### config.mk
export PLATFORM = sky130hd
export DESIGN_NAME = conv_top
export DESIGN_NICKNAME = d
export VERILOG_FILES = /design/src/logic/conv_pkg.sv /design/src/logic/conv_config_regs.sv /design/src/logic/conv_pair_fifo.sv /design/src/logic/conv_modular_mac.sv /design/src/logic/conv_vector_sequencer.sv /design/src/logic/conv_top.sv
export SDC_FILE = /design/constraint.sdc
export NUM_CORES = 1
export LEC_CHECK = 0
export ABC_CLOCK_PERIOD_IN_PS = 5700
export BUFFER_PORTS_ARGS = -buffer_cell sky130_fd_sc_hd__clkbuf_2
export CAP_MARGIN = 20
export CORE_ASPECT_RATIO = 0.5
export CORE_UTILIZATION = 55
export CTS_CLUSTER_SIZE = 20
export DETAILED_ROUTE_END_ITERATION = 12
export GPL_ROUTABILITY_DRIVEN = 0
export GPL_TIMING_DRIVEN = 0
export PLACE_DENSITY = 0.75
export SLEW_MARGIN = 40
export SYNTH_ARGS = -nofsm -noshare
export SYNTH_HDL_FRONTEND = slang
export SYNTH_HIERARCHICAL = 1
export SYNTH_SLANG_ARGS = --single-unit
### constraint.sdc
create_clock -name CLK -period 5.7 [get_ports CLK]
set_input_delay 1.71 -clock CLK [delete_from_list [all_inputs] [get_ports CLK]]
set_output_delay 1.71 -clock CLK [all_outputs]
set_load 0.1 [all_outputs]
### src/logic/conv_pkg.sv
package conv_pkg;

  //////////////////////////////////////////////////
  // Widths
  //////////////////////////////////////////////////

  // Operand, modulo and result width
  localparam int DATA_W = 16;
  // Size and length counter width
  localparam int CNT_W = 8;

  //////////////////////////////////////////////////
  // Plain vectors
  //////////////////////////////////////////////////

  typedef logic [DATA_W-1:0] data_t;
  typedef logic [CNT_W-1:0] count_t;

  //////////////////////////////////////////////////
  // Configuration
  //////////////////////////////////////////////////

  // Register addresses, value 3 unmapped
  typedef enum logic [1:0] {
    CFG_MODULO = 2'd0,
    CFG_SIZE   = 2'd1,
    CFG_LENGTH = 2'd2
  } cfg_addr_e;

  // Live configuration, 32 bits
  typedef struct packed {
    data_t  modulo;
    count_t size;
    count_t length;
  } cfg_t;

  // One write access
  typedef struct packed {
    logic      valid;
    cfg_addr_e addr;
    data_t     data;
  } cfg_wr_t;

  //////////////////////////////////////////////////
  // Streams
  //////////////////////////////////////////////////

  // Operand pair on the input stream
  typedef struct packed {
    data_t a;
    data_t b;
  } pair_t;

  // Result beat with group and vector markers
  typedef struct packed {
    data_t data;
    logic  group_last;
    logic  vector_last;
  } out_beat_t;

  // Sequencer FSM
  typedef enum logic [1:0] {
    SEQ_IDLE    = 2'd0,
    SEQ_FETCH   = 2'd1,
    SEQ_COMPUTE = 2'd2,
    SEQ_EMIT    = 2'd3
  } seq_state_e;

endpackage

### src/logic/conv_config_regs.sv
`timescale 1ns/1ps

module conv_config_regs (
  input  logic                CLK,
  input  logic                RST,
  input  conv_pkg::cfg_wr_t   cfg_wr,
  input  conv_pkg::cfg_addr_e cfg_rd_addr,
  input  logic                busy,
  output conv_pkg::data_t     cfg_rd_data,
  output conv_pkg::cfg_t      cfg
);

  //////////////////////////////////////////////////
  // Write side
  //////////////////////////////////////////////////

  // Accepted only while no run is active
  logic wr_en;

  assign wr_en = cfg_wr.valid && !busy;

  always_ff @(posedge CLK or posedge RST) begin
    if (RST) begin
      // Smallest legal run after reset
      cfg.modulo <= conv_pkg::data_t'(1);
      cfg.size   <= conv_pkg::count_t'(1);
      cfg.length <= conv_pkg::count_t'(1);
    end else if (wr_en) begin
      case (cfg_wr.addr)
        conv_pkg::CFG_MODULO: begin
          cfg.modulo <= cfg_wr.data;
        end
        conv_pkg::CFG_SIZE: begin
          // Upper bits dropped
          cfg.size <= cfg_wr.data[conv_pkg::CNT_W-1:0];
        end
        conv_pkg::CFG_LENGTH: begin
          cfg.length <= cfg_wr.data[conv_pkg::CNT_W-1:0];
        end
        default: begin
          // Unmapped address, nothing stored
        end
      endcase
    end
  end

  //////////////////////////////////////////////////
  // Readback
  //////////////////////////////////////////////////

  always_comb begin
    case (cfg_rd_addr)
      conv_pkg::CFG_MODULO: cfg_rd_data = cfg.modulo;
      // Counters zero extended
      conv_pkg::CFG_SIZE:   cfg_rd_data = conv_pkg::data_t'(cfg.size);
      conv_pkg::CFG_LENGTH: cfg_rd_data = conv_pkg::data_t'(cfg.length);
      default:              cfg_rd_data = '0;
    endcase
  end

endmodule

### src/logic/conv_pair_fifo.sv
`timescale 1ns/1ps

module conv_pair_fifo #(
  parameter int FIFO_DEPTH = 4
) (
  input  logic            CLK,
  input  logic            RST,
  input  logic            pair_valid,
  input  conv_pkg::pair_t in_pair,
  input  logic            pop,
  output conv_pkg::pair_t head,
  output logic            empty,
  output logic            pair_credit
);

  // Pointer and occupancy widths
  localparam int PTR_W = (FIFO_DEPTH > 1) ? $clog2(FIFO_DEPTH) : 1;
  localparam int OCC_W = $clog2(FIFO_DEPTH + 1);

  //////////////////////////////////////////////////
  // Storage
  //////////////////////////////////////////////////

  conv_pkg::pair_t mem [FIFO_DEPTH];
  logic [PTR_W-1:0] wr_ptr;
  logic [PTR_W-1:0] rd_ptr;
  logic [OCC_W-1:0] occ;

  // Sender credit rule keeps occupancy in range
  always_ff @(posedge CLK) begin
    if (pair_valid) begin
      mem[wr_ptr] <= in_pair;
    end
  end

  //////////////////////////////////////////////////
  // Pointers, occupancy, credit return
  //////////////////////////////////////////////////

  always_ff @(posedge CLK or posedge RST) begin
    if (RST) begin
      wr_ptr      <= '0;
      rd_ptr      <= '0;
      occ         <= '0;
      pair_credit <= 1'b0;
    end else begin
      // Wrap at depth, depth need not be a power of two
      if (pair_valid) begin
        wr_ptr <= (wr_ptr == PTR_W'(FIFO_DEPTH - 1)) ? '0 : wr_ptr + 1'b1;
      end
      if (pop) begin
        rd_ptr <= (rd_ptr == PTR_W'(FIFO_DEPTH - 1)) ? '0 : rd_ptr + 1'b1;
      end
      case ({pair_valid, pop})
        2'b10:   occ <= occ + 1'b1;
        2'b01:   occ <= occ - 1'b1;
        default: occ <= occ;
      endcase
      // One credit back, one cycle after the pop
      pair_credit <= pop;
    end
  end

  assign head  = mem[rd_ptr];
  assign empty = (occ == '0);

endmodule

### src/logic/conv_modular_mac.sv
`timescale 1ns/1ps

module conv_modular_mac (
  input  logic            CLK,
  input  logic            RST,
  input  conv_pkg::cfg_t  cfg,
  input  logic            mac_start,
  input  conv_pkg::pair_t mac_pair,
  input  logic            mac_clear,
  output logic            mac_done,
  output conv_pkg::data_t mac_result
);

  localparam int W = conv_pkg::DATA_W;
  localparam int STEP_W = $clog2(W);

  //////////////////////////////////////////////////
  // Restoring remainder step
  //////////////////////////////////////////////////

  // Shift one dividend bit into r, subtract m when it fits
  function automatic conv_pkg::data_t mod_step(
    input conv_pkg::data_t r,
    input logic            bit_in,
    input conv_pkg::data_t m
  );
    logic [W:0] t;
    t = {r, bit_in};
    if (t >= {1'b0, m}) begin
      t = t - {1'b0, m};
    end
    return t[W-1:0];
  endfunction

  //////////////////////////////////////////////////
  // Datapath registers
  //////////////////////////////////////////////////

  logic [2*W-1:0]  prod;
  conv_pkg::data_t rem;
  conv_pkg::data_t rem_next;
  conv_pkg::data_t sum_q;
  conv_pkg::data_t acc;
  logic            clear_q;
  logic [W:0]      sum_raw;
  conv_pkg::data_t sum_mod;

  // Pipeline control
  logic              red_active;
  logic [STEP_W-1:0] red_cnt;
  logic              acc_pending;
  logic              out_pending;

  // Two product bits per step, MSB first, so 2W bits drain in W steps
  assign rem_next = mod_step(mod_step(rem, prod[2*W-1], cfg.modulo),
                             prod[2*W-2], cfg.modulo);

  // Both terms below modulo, one subtract is enough
  always_comb begin
    sum_raw = {1'b0, (clear_q ? '0 : acc)} + {1'b0, rem};
    sum_mod = sum_raw[W-1:0];
    if (sum_raw >= {1'b0, cfg.modulo}) begin
      sum_mod = W'(sum_raw - {1'b0, cfg.modulo});
    end
  end

  always_ff @(posedge CLK) begin
    if (mac_start) begin
      prod    <= mac_pair.a * mac_pair.b;
      rem     <= '0;
      clear_q <= mac_clear;
    end else if (red_active) begin
      prod <= prod << 2;
      rem  <= rem_next;
    end
    if (acc_pending) begin
      sum_q <= sum_mod;
    end
  end

  //////////////////////////////////////////////////
  // Sequencing, done DATA_W+3 cycles after start
  //////////////////////////////////////////////////

  always_ff @(posedge CLK or posedge RST) begin
    if (RST) begin
      red_active  <= 1'b0;
      red_cnt     <= '0;
      acc_pending <= 1'b0;
      out_pending <= 1'b0;
      mac_done    <= 1'b0;
      acc         <= '0;
    end else begin
      mac_done    <= 1'b0;
      acc_pending <= 1'b0;
      out_pending <= acc_pending;
      if (mac_start) begin
        // Product lands this edge
        red_active <= 1'b1;
        red_cnt    <= '0;
      end else if (red_active) begin
        red_cnt <= red_cnt + 1'b1;
        if (red_cnt == STEP_W'(W - 1)) begin
          red_active  <= 1'b0;
          acc_pending <= 1'b1;
        end
      end
      // Result stage
      if (out_pending) begin
        acc      <= sum_q;
        mac_done <= 1'b1;
      end
    end
  end

  // Held until the next run finishes
  assign mac_result = acc;

endmodule

### src/logic/conv_vector_sequencer.sv
`timescale 1ns/1ps

module conv_vector_sequencer #(
  parameter int OUT_CREDITS = 2
) (
  input  logic                CLK,
  input  logic                RST,
  input  logic                START,
  input  conv_pkg::cfg_t      cfg,
  output logic                busy,
  input  logic                empty,
  input  conv_pkg::pair_t     head,
  output logic                pop,
  output logic                mac_start,
  output conv_pkg::pair_t     mac_pair,
  output logic                mac_clear,
  input  logic                mac_done,
  input  conv_pkg::data_t     mac_result,
  input  logic                out_credit,
  output logic                out_valid,
  output conv_pkg::out_beat_t out_beat
);

  localparam int CR_W = $clog2(OUT_CREDITS + 1);

  //////////////////////////////////////////////////
  // State and counters
  //////////////////////////////////////////////////

  conv_pkg::seq_state_e state;
  conv_pkg::count_t     grp_idx;
  conv_pkg::count_t     elem_idx;
  logic [CR_W-1:0]      credits;

  // Position flags for the current element
  logic group_last;
  logic vector_last;
  // Beat leaves this edge
  logic send;

  assign group_last  = (elem_idx == cfg.length - conv_pkg::count_t'(1));
  assign vector_last = group_last && (grp_idx == cfg.size - conv_pkg::count_t'(1));

  // Head is consumed the cycle it is taken
  assign pop  = (state == conv_pkg::SEQ_FETCH) && !empty;
  assign send = (state == conv_pkg::SEQ_EMIT) && (credits != '0);

  //////////////////////////////////////////////////
  // FSM
  //////////////////////////////////////////////////

  always_ff @(posedge CLK or posedge RST) begin
    if (RST) begin
      state     <= conv_pkg::SEQ_IDLE;
      busy      <= 1'b0;
      grp_idx   <= '0;
      elem_idx  <= '0;
      mac_start <= 1'b0;
      out_valid <= 1'b0;
    end else begin
      // Single cycle strobes
      mac_start <= 1'b0;
      out_valid <= 1'b0;
      case (state)
        conv_pkg::SEQ_IDLE: begin
          // Drops one cycle after the last beat
          busy <= 1'b0;
          if (START) begin
            busy     <= 1'b1;
            grp_idx  <= '0;
            elem_idx <= '0;
            state    <= conv_pkg::SEQ_FETCH;
          end
        end
        conv_pkg::SEQ_FETCH: begin
          if (pop) begin
            mac_start <= 1'b1;
            state     <= conv_pkg::SEQ_COMPUTE;
          end
        end
        conv_pkg::SEQ_COMPUTE: begin
          if (mac_done) begin
            state <= conv_pkg::SEQ_EMIT;
          end
        end
        conv_pkg::SEQ_EMIT: begin
          // Stall here without credit, core keeps the result
          if (send) begin
            out_valid <= 1'b1;
            if (group_last) begin
              elem_idx <= '0;
              grp_idx  <= grp_idx + 1'b1;
            end else begin
              elem_idx <= elem_idx + 1'b1;
            end
            state <= vector_last ? conv_pkg::SEQ_IDLE : conv_pkg::SEQ_FETCH;
          end
        end
        default: begin
          state <= conv_pkg::SEQ_IDLE;
        end
      endcase
    end
  end

  //////////////////////////////////////////////////
  // Core operands and result beat
  //////////////////////////////////////////////////

  always_ff @(posedge CLK) begin
    if (pop) begin
      mac_pair <= head;
      // Accumulator restarts with each group
      mac_clear <= (elem_idx == '0);
    end
    if (send) begin
      out_beat.data        <= mac_result;
      out_beat.group_last  <= group_last;
      out_beat.vector_last <= vector_last;
    end
  end

  //////////////////////////////////////////////////
  // Output credits
  //////////////////////////////////////////////////

  always_ff @(posedge CLK or posedge RST) begin
    if (RST) begin
      credits <= CR_W'(OUT_CREDITS);
    end else begin
      // Return and spend together cancel
      case ({out_credit, send})
        2'b10:   credits <= credits + 1'b1;
        2'b01:   credits <= credits - 1'b1;
        default: credits <= credits;
      endcase
    end
  end

endmodule

### src/logic/conv_top.sv
`timescale 1ns/1ps

module conv_top #(
  parameter int FIFO_DEPTH  = 4,
  parameter int OUT_CREDITS = 2
) (
  input  logic                CLK,
  input  logic                RST,
  input  logic                START,
  output logic                busy,
  input  conv_pkg::cfg_wr_t   cfg_wr,
  input  conv_pkg::cfg_addr_e cfg_rd_addr,
  output conv_pkg::data_t     cfg_rd_data,
  input  logic                pair_valid,
  input  conv_pkg::pair_t     in_pair,
  output logic                pair_credit,
  output logic                out_valid,
  output conv_pkg::out_beat_t out_beat,
  input  logic                out_credit
);

  //////////////////////////////////////////////////
  // Internal wiring
  //////////////////////////////////////////////////

  // Live configuration
  conv_pkg::cfg_t  cfg;
  // FIFO to sequencer
  logic            empty;
  conv_pkg::pair_t head;
  logic            pop;
  // Sequencer to core
  logic            mac_start;
  conv_pkg::pair_t mac_pair;
  logic            mac_clear;
  logic            mac_done;
  conv_pkg::data_t mac_result;

  conv_config_regs conv_config_regs_inst (
    .CLK         (CLK),
    .RST         (RST),
    .cfg_wr      (cfg_wr),
    .cfg_rd_addr (cfg_rd_addr),
    .busy        (busy),
    .cfg_rd_data (cfg_rd_data),
    .cfg         (cfg)
  );

  conv_pair_fifo #(
    .FIFO_DEPTH (FIFO_DEPTH)
  ) conv_pair_fifo_inst (
    .CLK         (CLK),
    .RST         (RST),
    .pair_valid  (pair_valid),
    .in_pair     (in_pair),
    .pop         (pop),
    .head        (head),
    .empty       (empty),
    .pair_credit (pair_credit)
  );

  conv_vector_sequencer #(
    .OUT_CREDITS (OUT_CREDITS)
  ) conv_vector_sequencer_inst (
    .CLK        (CLK),
    .RST        (RST),
    .START      (START),
    .cfg        (cfg),
    .busy       (busy),
    .empty      (empty),
    .head       (head),
    .pop        (pop),
    .mac_start  (mac_start),
    .mac_pair   (mac_pair),
    .mac_clear  (mac_clear),
    .mac_done   (mac_done),
    .mac_result (mac_result),
    .out_credit (out_credit),
    .out_valid  (out_valid),
    .out_beat   (out_beat)
  );

  conv_modular_mac conv_modular_mac_inst (
    .CLK        (CLK),
    .RST        (RST),
    .cfg        (cfg),
    .mac_start  (mac_start),
    .mac_pair   (mac_pair),
    .mac_clear  (mac_clear),
    .mac_done   (mac_done),
    .mac_result (mac_result)
  );

endmodule

==> summary.md, run 1 <==
| Metric | Value |
|---|---|
| Critical Path RT | roughly 6.0 ns |
| Crit-path max FO | 3 |
| EDFF count, synth | 228 |
| Post-DP HPWL | between 40000 and 50000 um |
| CTS max path bufs | 3 |
| Via count | 18300 |
| Setup crit end kind | flip-flop |
| H-tree Lvls | 1 |
| Crit path time final | 6.42 ns |
| Clock Pin Slew Worst Setup and Hold Paths | about 0.07 ns |
| CP Class | flip-flop to flip-flop |
| Actual slew at the worst max-slew pin | slightly below 0.8 ns |
| Cell Area, Synth | 0.0254 mm2 |
| Layout cells sized above 1 | 22.1% |
| Drt via density | a little under 6 |
| Syn nets | 2711 |
| Hold Violations, Final | 0 |
| Ys flop type | edfxtp_1 |
| DIE AREA | between 0.04 and 0.05 mm2 |
| Min-delay worst type | flip-flop to flip-flop |
| Number of rows in the core area | 55 |
| Status | finished, violations left |
| CP Buf/Inv Count | 5 |
| Routed WL | 64800 um |
| Ys async rst share | about a quarter |
| Final period util | 113% |
| Post-CTS Hold Buffers | 0 |
| DR iter-0 viols | 1531 |
| Setup ws final | -0.724 ns |
| Starting Density | between 50% and 60% |
| Worst EP arrival | 6.76 ns |
| Nets | 2926 |
| Final worst hold slack | 0.392 ns |
| Setup violators final | 17 |
| F_max | 0.156 GHz |
| CP delay by family, top | adder cells |
| Slew Limit Fails | 0 |
| Max_slew headroom | roughly 47% |
| WL/cell | 20.9 um |
| Core Region | approximately 0.045 mm2 |
| DR pass1 iterations | 5 |
| Area Overhead vs Synth | 15.3% |
| Antenna Cells | 0 |
| Number of global-route vias before repair | approximately 19000 |
| Die Ht | around 150 um |
| Num CTS Buffers | 31 |
| First-pass GRT wire length | 102000 um |
| Post-route ant nets | 0 |
| Yosys warns | 6 |
| Cell count after synthesis | 2269 |
| Crit-path slowest cell | fa_2 |
| Final Skew | 0.0232 ns |
| Clock Sink Count | 331 |
| Port bufs | 92 |
| Failing checks | setup timing |
| Max Cap Viol | 0 |
| CP dominant cell by count | fa_1 |
| Worst skew pair latency | 0.60 ns |
| Largest net degree at the start of global routing | 33 |
| CTS tree | done |
| Worst stage delay on the critical path | 0.58 ns |
| Ports | 95 |
| Grt ovf | 0 |
| Register area share after synthesis | a little under two fifths |
| Clk root buf | clkbuf_16 |
| Cell variety after synth | 95 |
| Initial antenna violation count | 0 |
| Syn avg cell area | 11.2 um2 |
| Die X | just over 300 um |
| All-Layer GR Usage | 27.7% |
| CP Launch Type | flip-flop |
| RSZ-0062 raised after global routing | true |
| Yosys reg bits | 331 |
| DRC Markers | 0 |
| CP cell instances | buf_6 > and2_4 > fa_1 > inv_2 > fa_2 > fa_2 > fa_1 > inv_1 > fa_1 > inv_2 > fa_1 > inv_2 > ha_4 > a21o_1 > a221o_1 > nand3_1 > a41oi_2 > or4_1 > a41oi_2 > xnor2_1 > mux2_4 |
-- state kept, by name (all words and copies together) (netlist names), 2 cells and up --
name                                 flops
conv_vector_sequencer_inst/elem_idx      8
conv_pair_fifo_inst/rd_ptr               2
conv_pair_fifo_inst/occ                  3
conv_modular_mac_inst/mac_result        16
conv_pair_fifo_inst/wr_ptr               2
conv_modular_mac_inst/rem               16
conv_vector_sequencer_inst/grp_idx       8
conv_vector_sequencer_inst/credits       2
conv_modular_mac_inst/sum_q             16
conv_modular_mac_inst/prod              32
conv_config_regs_inst/cfg               32
conv_modular_mac_inst/red_cnt            4
conv_vector_sequencer_inst/mac_pair     32
conv_vector_sequencer_inst/out_beat     18
conv_pair_fifo_inst/mem                128
conv_vector_sequencer_inst/state         2
-- timing repair --
item | CTS | global route
gates cloned | 0 | 1
endpoints found under the setup margin | 24 | 44
gates resized for setup | 110 | 70
endpoints found under the hold margin | 0 | 0
buffers inserted | 75 | 12
pin swaps | 54 | 52
-- per-layer routing --
layer	share of wire [%]	vias up	routed length, um	global-route usage [%]
met4	4.3	0	2790	10.1
met5	0	-	0	0
met1	41	9096	26400	36.7
met3	7.9	184	5150	5.67
met2	47	801	30500	45.3
li1	-	8259	-	-
-- placed cells by master (no fill, tap or decap), types with 62 or more instances in the layout --
master,count
fa_1,188
mux2_2,76
buf_4,71
and2_1,126
inv_1,275
edfxtp_1,228
xnor2_1,62
nand2_1,199
nor2_1,98
ha_1,166
clkbuf_2,99
dfrtp_1,83
-- logic make-up after synthesis --
| family | share of synthesized area, % |
|---|---|
| compound gates | 9.09 |
| xor+xnor | 3.33 |
| fa+ha+maj | 24.8 |
| buf+inv | 5.99 |
| flops | 36.8 |
| mux | 7.61 |
| simple gates | 12.4 |
-- final cells by class --
type | instances | area, um2
buffer | 73 | 617
inverter | 301 | 1130
timing repair buffer | 184 | 1320
clock inverter | 20 | 194
clock buffer | 36 | 795
tap | 598 | 748
sequential | 331 | 9350
fill | 3316 | 16100
multi-input combinational | 1562 | 15100
-- worst reg2reg max path: stages, from the launching register on --
cell	delay, ns
edfxtp_1	0.52
buf_6	0.19
and2_4	0.14
fa_1	0.55
inv_2	0.05
fa_2	0.58
fa_2	0.44
fa_1	0.49
inv_1	0.05
fa_1	0.49
inv_2	0.04
fa_1	0.51
inv_2	0.05
ha_4	0.22
a21o_1	0.16
a221o_1	0.42
nand3_1	0.16
a41oi_2	0.13
or4_1	0.44
a41oi_2	0.17
xnor2_1	0.11
mux2_4	0.26
-- per-stage QoR --
| stage | instances | setup slack (ns) | util, % | setup TNS [ns] | cell area (um2) |
|---|---|---|---|---|---|
| floorplan | 2269 | -0.300 | - | -1.13 | 25600 |
| global placement | 2959 | -1.21 | 59.2 | -15.89 | 26800 |
| detailed placement | 2963 | -1.15 | 59.4 | -16.10 | 26900 |
| CTS | 3093 | -0.563 | 63.8 | -5.55 | 28900 |
| global route | 3105 | -0.828 | 64.6 | -10.74 | 29300 |
| finish | 3105 | -0.724 | 64.6 | -8.32 | 29300 |
-- final timing paths --
check / from / endpoint / slack [ns] / cells after the start
max: conv_vector_sequencer_inst/mac_pair[23]$_DFFE_PP_ / conv_modular_mac_inst/prod[20]$_DFFE_PP_ / -0.72 / 21
min: conv_modular_mac_inst/out_pending$_DFF_PP0_ / conv_modular_mac_inst/mac_done$_DFF_PP0_ / 0.39 / 0
max reg2reg: conv_vector_sequencer_inst/mac_pair[23]$_DFFE_PP_ / conv_modular_mac_inst/prod[20]$_DFFE_PP_ / -0.72 / 21
min reg2reg: conv_modular_mac_inst/out_pending$_DFF_PP0_ / conv_modular_mac_inst/mac_done$_DFF_PP0_ / 0.39 / 0
max in group asynchronous: RST / conv_config_regs_inst/cfg[17]$_DFFE_PP0P_ / 3.95 / 2
min in group asynchronous: RST / conv_pair_fifo_inst/wr_ptr[0]$_DFFE_PP0P_ / 1.20 / 2
-- Yosys cell counts, types with 22 or more instances --
cell type | instances | area share (%)
a21o_1 | 23 | 0.68
a21oi_1 | 65 | 1.3
and2_1 | 141 | 3.5
clkbuf_1 | 52 | 0.77
dfrtp_1 | 83 | 8.2
edfxtp_1 | 228 | 27
fa_1 | 199 | 16
ha_1 | 185 | 9.1
inv_1 | 301 | 4.4
mux2_2 | 80 | 3.5
mux4_2 | 29 | 2.6
nand2_1 | 204 | 3.0
nand3_1 | 30 | 0.59
nor2_1 | 100 | 1.5
nor2b_1 | 29 | 0.71
nor3_1 | 23 | 0.45
o21a_1 | 22 | 0.65
o21ai_0 | 65 | 1.3
xnor2_1 | 64 | 2.2
xor2_1 | 30 | 1.0
Power of run 1 is left out: the tool's default activity adds up to more than one toggle a clock period on the data nets, which glitch-free logic cannot reach.
==> run 2: changes to the inputs <==
--- a/config.mk
+++ b/config.mk
@@ -9,12 +9,12 @@
 export BUFFER_PORTS_ARGS = -buffer_cell sky130_fd_sc_hd__clkbuf_2
 export CAP_MARGIN = 20
 export CORE_ASPECT_RATIO = 0.5
-export CORE_UTILIZATION = 55
+export CORE_UTILIZATION = 58
 export CTS_CLUSTER_SIZE = 20
 export DETAILED_ROUTE_END_ITERATION = 12
 export GPL_ROUTABILITY_DRIVEN = 0
 export GPL_TIMING_DRIVEN = 0
-export PLACE_DENSITY = 0.75
+export PLACE_DENSITY = 0.78
 export SLEW_MARGIN = 40
 export SYNTH_ARGS = -nofsm -noshare
 export SYNTH_HDL_FRONTEND = slang
==> run 2 against run 1 <==
Net effect: the run still ends with setup timing left; count of clock-buffer cells in the layout fell by 3; flip-flop and latch count did not move; design area rose by 0.74%; cell count fell by 0.32%; via count rose by 1.7%; maximum frequency fell by 0.23%; routed wire length rose by 2.6%; register-to-register slack barely moved; non-clock buffer count rose by 10; sequential share of layout area fell by 0.23 points; core utilization rose by 4.7 points; clock skew fell by 0.011 ns.
==> summary.md, run 2 (synthesized netlist as in run 1, its figures left out) <==
| Metric | Value |
|---|---|
| DR pass1 iterations | 5 (unchanged) |
| Reg2Reg Setup Slack | -0.74 ns (about the same) |
| CTS tree | done |
| All-Layer GR Usage | 29.3% (+1.7 points) |
| Largest net degree at the start of global routing | 33 (unchanged) |
| Slew Limit Fails | 0 (unchanged) |
| Crit path time final | 6.44 ns (+0.0147 ns) |
| Top layer in use | met5 |
| Layout cells sized above 1 | 24.1% (+2.0 points) |
| Number of global-route vias before repair | 18800 (+1.5%) |
| Area Overhead vs Synth | 16.1% |
| Final period util | 113% (+0.26 points) |
| Crit-path max FO | 10 (+7) |
| First-pass GRT wire length | 102000 um (unchanged) |
| Critical Path RT | 6.02 ns (-0.02 ns) |
| Clock Sink Count | 331 (unchanged) |
| Max_slew headroom | 48.9% (+2.3 points) |
| CP Launch Type | flip-flop |
| Via count | 18700 (+1.7%) |
| DIE AREA | 0.0447 mm2 (-5.1%) |
| H-tree Lvls | 1 (unchanged) |
| Final core occ | 69.3% (+4.7 points) |
| DRC Markers | 0 (unchanged) |
| Post-route ant nets | 0 (unchanged) |
| Met2 wire length | 31200 um (+2.1%) |
| Clk root buf | clkbuf_16 |
| Grt ovf | 0 (unchanged) |
| Cell area after layout | 0.0295 mm2 (+0.74%) |
| Hold Violations, Final | 0 (unchanged) |
| Ports | 95 (unchanged) |
| Num CTS Buffers | 31 (unchanged) |
| Routed WL | 66500 um (+2.6%) |
| Core Region | 0.0426 mm2 (-6.1%) |
| F_max | 0.155 GHz (-0.23%) |
| Metal-1 WL | 25700 um (-2.7%) |
| Status | finished, violations left |
| Starting Density | 59.7% (+3.7 points) |
| RSZ-0062 raised after global routing | true |
| Setup ws final | -0.739 ns (-0.0147 ns) |
| Number of rows in the core area | 53 (-3.6%) |
| Largest register by flop count | conv_pair_fifo_inst/mem |
| Die Ht | 150 um (-2.6%) |
| Worst skew pair latency | 0.59 ns (about the same) |
| Clock Pin Slew Worst Setup and Hold Paths | 0.07 ns (about the same) |
| Post-DP HPWL | 45700 um (+0.50%) |
| WL met3 | 6530 um (+27%) |
| Largest register FFs | 128 (unchanged) |
| Initial antenna violation count | 1 (+1) |
| Setup violators final | 17 (unchanged) |
| Most common cell after layout, fill and taps aside | inv_1 |
| CP Class | flip-flop to flip-flop |
| CTS max path bufs | 3 (unchanged) |
| Post-CTS Hold Buffers | 0 (unchanged) |
| Actual slew at the worst max-slew pin | 0.747 ns (-0.0330 ns) |
| Failing checks | setup timing |
| Final Skew | 0.0119 ns (-0.0113 ns) |
| Drt via density | 6.03 (+2.1%) |
| WL/cell | 21.5 um (+3.0%) |
| Most frequent cells in the layout | inv_1, edfxtp_1, nand2_1 |
| Min-delay worst type | flip-flop to flip-flop |
| DR iter-0 viols | 1642 (+7.3%) |
| Setup crit end kind | flip-flop |
| Die X | 298 um (-2.6%) |
| Port bufs | 92 (unchanged) |
| Max Cap Viol | 0 (unchanged) |
| Placed inst area | 0.0269 mm2 (-0.20%) |
| Nets | 2936 (+0.34%) |
| Worst EP arrival | 6.75 ns (about the same) |
-- run 2: cell count changes in the layout (fill, tap and decap cells not counted), sizes merged --
cell / change
buf: +18
clkbuf: -11
clkinvlp: +5
clkinv: -1
diode: +1
inv: -1
-- run 2: layer usage --
layer	GRT usage (%)	vias to the layer above
met5	0	-
met4	11.5	2
met3	5.82	231
met2	48.6	969
met1	38.3	9165
li1	-	8289
-- run 2: per-stage QoR --
step	TNS (ns)	instances	worst slack (ns)	hold WS, ns
finish	-8.07	3095	-0.739	0.389
global route	-10.18	3094	-0.920	0.406
floorplan	-1.13	2269	-0.300	0.352
CTS	-5.44	3077	-0.614	0.391
detailed placement	-15.59	2941	-1.23	0.375
global placement	-14.45	2938	-1.13	0.363
-- run 2: worst paths after layout --
path                                                                   from                                   endpoint  depth (start not counted)
setup / recovery           conv_vector_sequencer_inst/mac_pair[9]$_DFFE_PP_   conv_modular_mac_inst/prod[30]$_DFFE_PP_                         22
hold / removal                  conv_modular_mac_inst/out_pending$_DFF_PP0_   conv_modular_mac_inst/mac_done$_DFF_PP0_                          0
setup reg to reg           conv_vector_sequencer_inst/mac_pair[9]$_DFFE_PP_   conv_modular_mac_inst/prod[30]$_DFFE_PP_                         22
hold reg to reg                 conv_modular_mac_inst/out_pending$_DFF_PP0_   conv_modular_mac_inst/mac_done$_DFF_PP0_                          0
max in group asynchronous                                               RST  conv_config_regs_inst/cfg[31]$_DFFE_PP0P_                          2
min in group asynchronous                                               RST  conv_pair_fifo_inst/rd_ptr[1]$_DFFE_PP0P_                          2
-- run 2: what timing repair did --
action,4_1_cts,5_1_grt
gates cloned,0,0
setup endpoints to repair,22,51
pin swaps,82,55
setup buffers,81,19
resized for setup,123,126
-- run 2: critical path: stages (launching register included) --
cell and delay [ns]:
edfxtp_1 0.46, buf_2 0.29, nand2_1 0.13, fa_1 0.52, fa_1 0.53, inv_1 0.06
fa_1 0.55, fa_1 0.44, fa_1 0.55, inv_1 0.05, fa_1 0.56, inv_1 0.09
ha_4 0.32, nand2_1 0.10, nor2_1 0.18, nand4_1 0.19, a211oi_4 0.27, o211ai_1 0.14
buf_4 0.17, buf_4 0.13, a31oi_2 0.17, xnor2_1 0.14, a21oi_1 0.10
-- run 2: cell type report --
cell class	count	area (um2)
Timing Repair Buffer	194	1430
Antenna cell	1	2.50
Clock buffer	33	793
Clock inverter	23	219
Buffer	73	579
Inverter	301	1130
Fill cell	2905	13100
Tap cell	577	722
Multi-Input combinational cell	1562	15300
Sequential cell	331	9350
Power of run 2 is left out for the same reason.
==> run 3: changes to the inputs <==
==> constraint.sdc (replaced) <==
create_clock -name CLK -period 5.7 [get_ports CLK]
set_input_delay 0 -clock CLK [delete_from_list [all_inputs] [get_ports CLK]]
set_output_delay 0 -clock CLK [all_outputs]
set_load 0.1 [all_outputs]
==> run 3 against run 2 <==
Net effect: the run still ends with setup timing left; critical path type unchanged; core utilization up 1.2 points; largest cell class unchanged; cell count up 1.9%; highest routed layer is now met4; non-clock buffer count up 57.
==> summary.md, run 3 (synthesized netlist as in run 1, its figures left out) <==
| Metric | Value |
|---|---|
| Status | finished, violations left |
| Failing checks | setup timing |
| Area Overhead vs Synth | 18.1% |
| Cell area after layout | 0.0300 mm2 (+1.7%) |
| Crit-path max FO | 10 (unchanged) |
| Final worst hold slack | 0.0367 ns (-0.352 ns) |
| WL/cell | 21.5 um (+0.19%) |
| Number of global-route vias before repair | 19300 (+2.4%) |
| Final period util | 114% (+1.0 points) |
| Max_slew headroom | 43.7% (-5.2 points) |
| CTS max path bufs | 3 (unchanged) |
| Final Skew | 0.0148 ns (+0.00296 ns) |
| Setup crit end kind | flip-flop |
| Seq. cell area | 0.00935 mm2 (unchanged) |
| Area of the multi-input gates | 0.0152 mm2 (-0.26%) |
| First-pass GRT wire length | 104000 um (+2.4%) |
| Routed WL | 67900 um (+2.1%) |
| Worst skew pair latency | 0.60 ns (about the same) |
| Layout cells sized above 1 | 22.7% (-1.3 points) |
| F_max | 0.154 GHz (-0.90%) |
| Grt ovf | 0 (unchanged) |
| Crit path time final | 6.50 ns (+0.0582 ns) |
| CTS tree | done |
| Min-delay worst type | primary input to asynchronous set/reset pin |
| Clock Pin Slew Worst Setup and Hold Paths | 0.07 ns (about the same) |
| Die Ht | 150 um (unchanged) |
| Fillcell total | 2849 (-1.9%) |
| H-tree Lvls | 1 (unchanged) |
| Worst EP arrival | 6.84 ns (+0.09 ns) |
| Critical Path RT | 6.04 ns (+0.02 ns) |
| Die X | 298 um (unchanged) |
| Setup ws final | -0.797 ns (-0.0582 ns) |
| Clk root buf | clkbuf_16 |
| Placed inst area | 0.0269 mm2 (unchanged) |
| Most frequent cells in the layout | inv_1, edfxtp_1, nand2_1 |
| All-Layer GR Usage | 30.1% (+0.73 points) |
| CP Launch Type | flip-flop |
| Number of rows in the core area | 53 (unchanged) |
| Post-DP HPWL | 45700 um (unchanged) |
| Num CTS Buffers | 31 (unchanged) |
| Hold Violations, Final | 0 (unchanged) |
| Largest register FFs | 128 (unchanged) |
| Via count | 19000 (+2.0%) |
| Core Region | 0.0426 mm2 (unchanged) |
| Most common cell after layout, fill and taps aside | inv_1 |
| Port bufs | 92 (unchanged) |
| Initial antenna violation count | 1 (unchanged) |
| Max Cap Viol | 0 (unchanged) |
| Drt via density | 6.04 (+0.13%) |
| Largest net degree at the start of global routing | 33 (unchanged) |
| Actual slew at the worst max-slew pin | 0.823 ns (+0.0759 ns) |
| Largest register by flop count | conv_pair_fifo_inst/mem |
| DR pass1 iterations | 6 (+1) |
| Starting Density | 59.7% (unchanged) |
| Nets | 2993 (+1.9%) |
| Post-route ant nets | 0 (unchanged) |
| Clock Sink Count | 331 (unchanged) |
| Ports | 95 (unchanged) |
| Setup violators final | 17 (unchanged) |
| DRC Markers | 0 (unchanged) |
| Setup tns final | -8.37 ns (-0.298 ns) |
| DIE AREA | 0.0447 mm2 (unchanged) |
| Pre-CTS setup slack | -1.23 ns (unchanged) |
| CP Class | flip-flop to flip-flop |
| RSZ-0062 raised after global routing | true |
| DR iter-0 viols | 1811 (+10%) |
| Slew Limit Fails | 0 (unchanged) |
## run 3: changes by cell type in the layout (fill, tap and decap cells not counted), sizes merged
cell / change
diode: +2
clkbuf: +8
buf: -14
dlygate4sd3: +63
## run 3: final cells by class
| cell class | count | area share (%) |
|---|---|---|
| timing repair buffer | 251 | 6.60 |
| buffer | 73 | 1.90 |
| antenna | 3 | 0.0250 |
| clock inverter | 23 | 0.730 |
| sequential | 331 | 31.2 |
| tap | 577 | 2.41 |
| clock buffer | 33 | 2.64 |
| inverter | 301 | 3.77 |
| multi-input combinational | 1562 | 50.8 |
## run 3: through the flow
step	instances	utilization (%)
final	3154	70.5
after CTS	3140	69.4
after floorplan	2269	-
after global placement	2938	62.9
after global routing	3152	70.5
after detailed placement	2941	63.2
## run 3: path summary, 6_finish.rpt
check	startpoint	to	slack [ns]	cells past startpoint
setup / recovery	conv_vector_sequencer_inst/mac_pair[17]$_DFFE_PP_	conv_modular_mac_inst/prod[26]$_DFFE_PP_	-0.80	21
hold / removal	RST	conv_pair_fifo_inst/rd_ptr[0]$_DFFE_PP0P_	0.04	3
setup reg to reg	conv_vector_sequencer_inst/mac_pair[17]$_DFFE_PP_	conv_modular_mac_inst/prod[26]$_DFFE_PP_	-0.80	21
hold reg to reg	conv_modular_mac_inst/out_pending$_DFF_PP0_	conv_modular_mac_inst/mac_done$_DFF_PP0_	0.39	0
max in group asynchronous	RST	conv_config_regs_inst/cfg[31]$_DFFE_PP0P_	5.12	3
min in group CLK	cfg_wr[18]	conv_config_regs_inst/cfg[9]$_DFFE_PP0P_	0.16	4
## run 3: worst max-delay path, stage by stage (launching register included)
cell	delay (ns)
edfxtp_1	0.53
clkbuf_8	0.28
nand2_1	0.09
fa_1	0.55
fa_1	0.56
inv_1	0.06
fa_1	0.56
fa_1	0.44
fa_1	0.53
inv_2	0.05
fa_1	0.56
inv_2	0.06
ha_4	0.25
a21o_1	0.18
a21o_1	0.21
a211oi_2	0.27
o31ai_2	0.14
o211ai_1	0.20
buf_4	0.17
nand3b_1	0.09
xor2_1	0.18
mux2_2	0.28
## run 3: timing repair
| action | in CTS | in global routing |
|---|---|---|
| endpoints found under the hold margin | 256 | 0 |
| setup buffers | 81 | 14 |
| hold buffers | 63 | 0 |
| gates cloned | 0 | 0 |
| gates resized for setup | 123 | 89 |
| pin swaps | 82 | 41 |
| setup endpoints to repair | 22 | 51 |
## run 3: layer usage
layer | vias to the layer above | track usage [%] | share of wire [%]
li1 | 8413 | - | -
met5 | - | 0 | 0
met1 | 9388 | 38.8 | 38
met3 | 262 | 6.02 | 9.7
met4 | 0 | 12.2 | 5.0
met2 | 974 | 50.2 | 47
Power of run 3 is left out for the same reason.
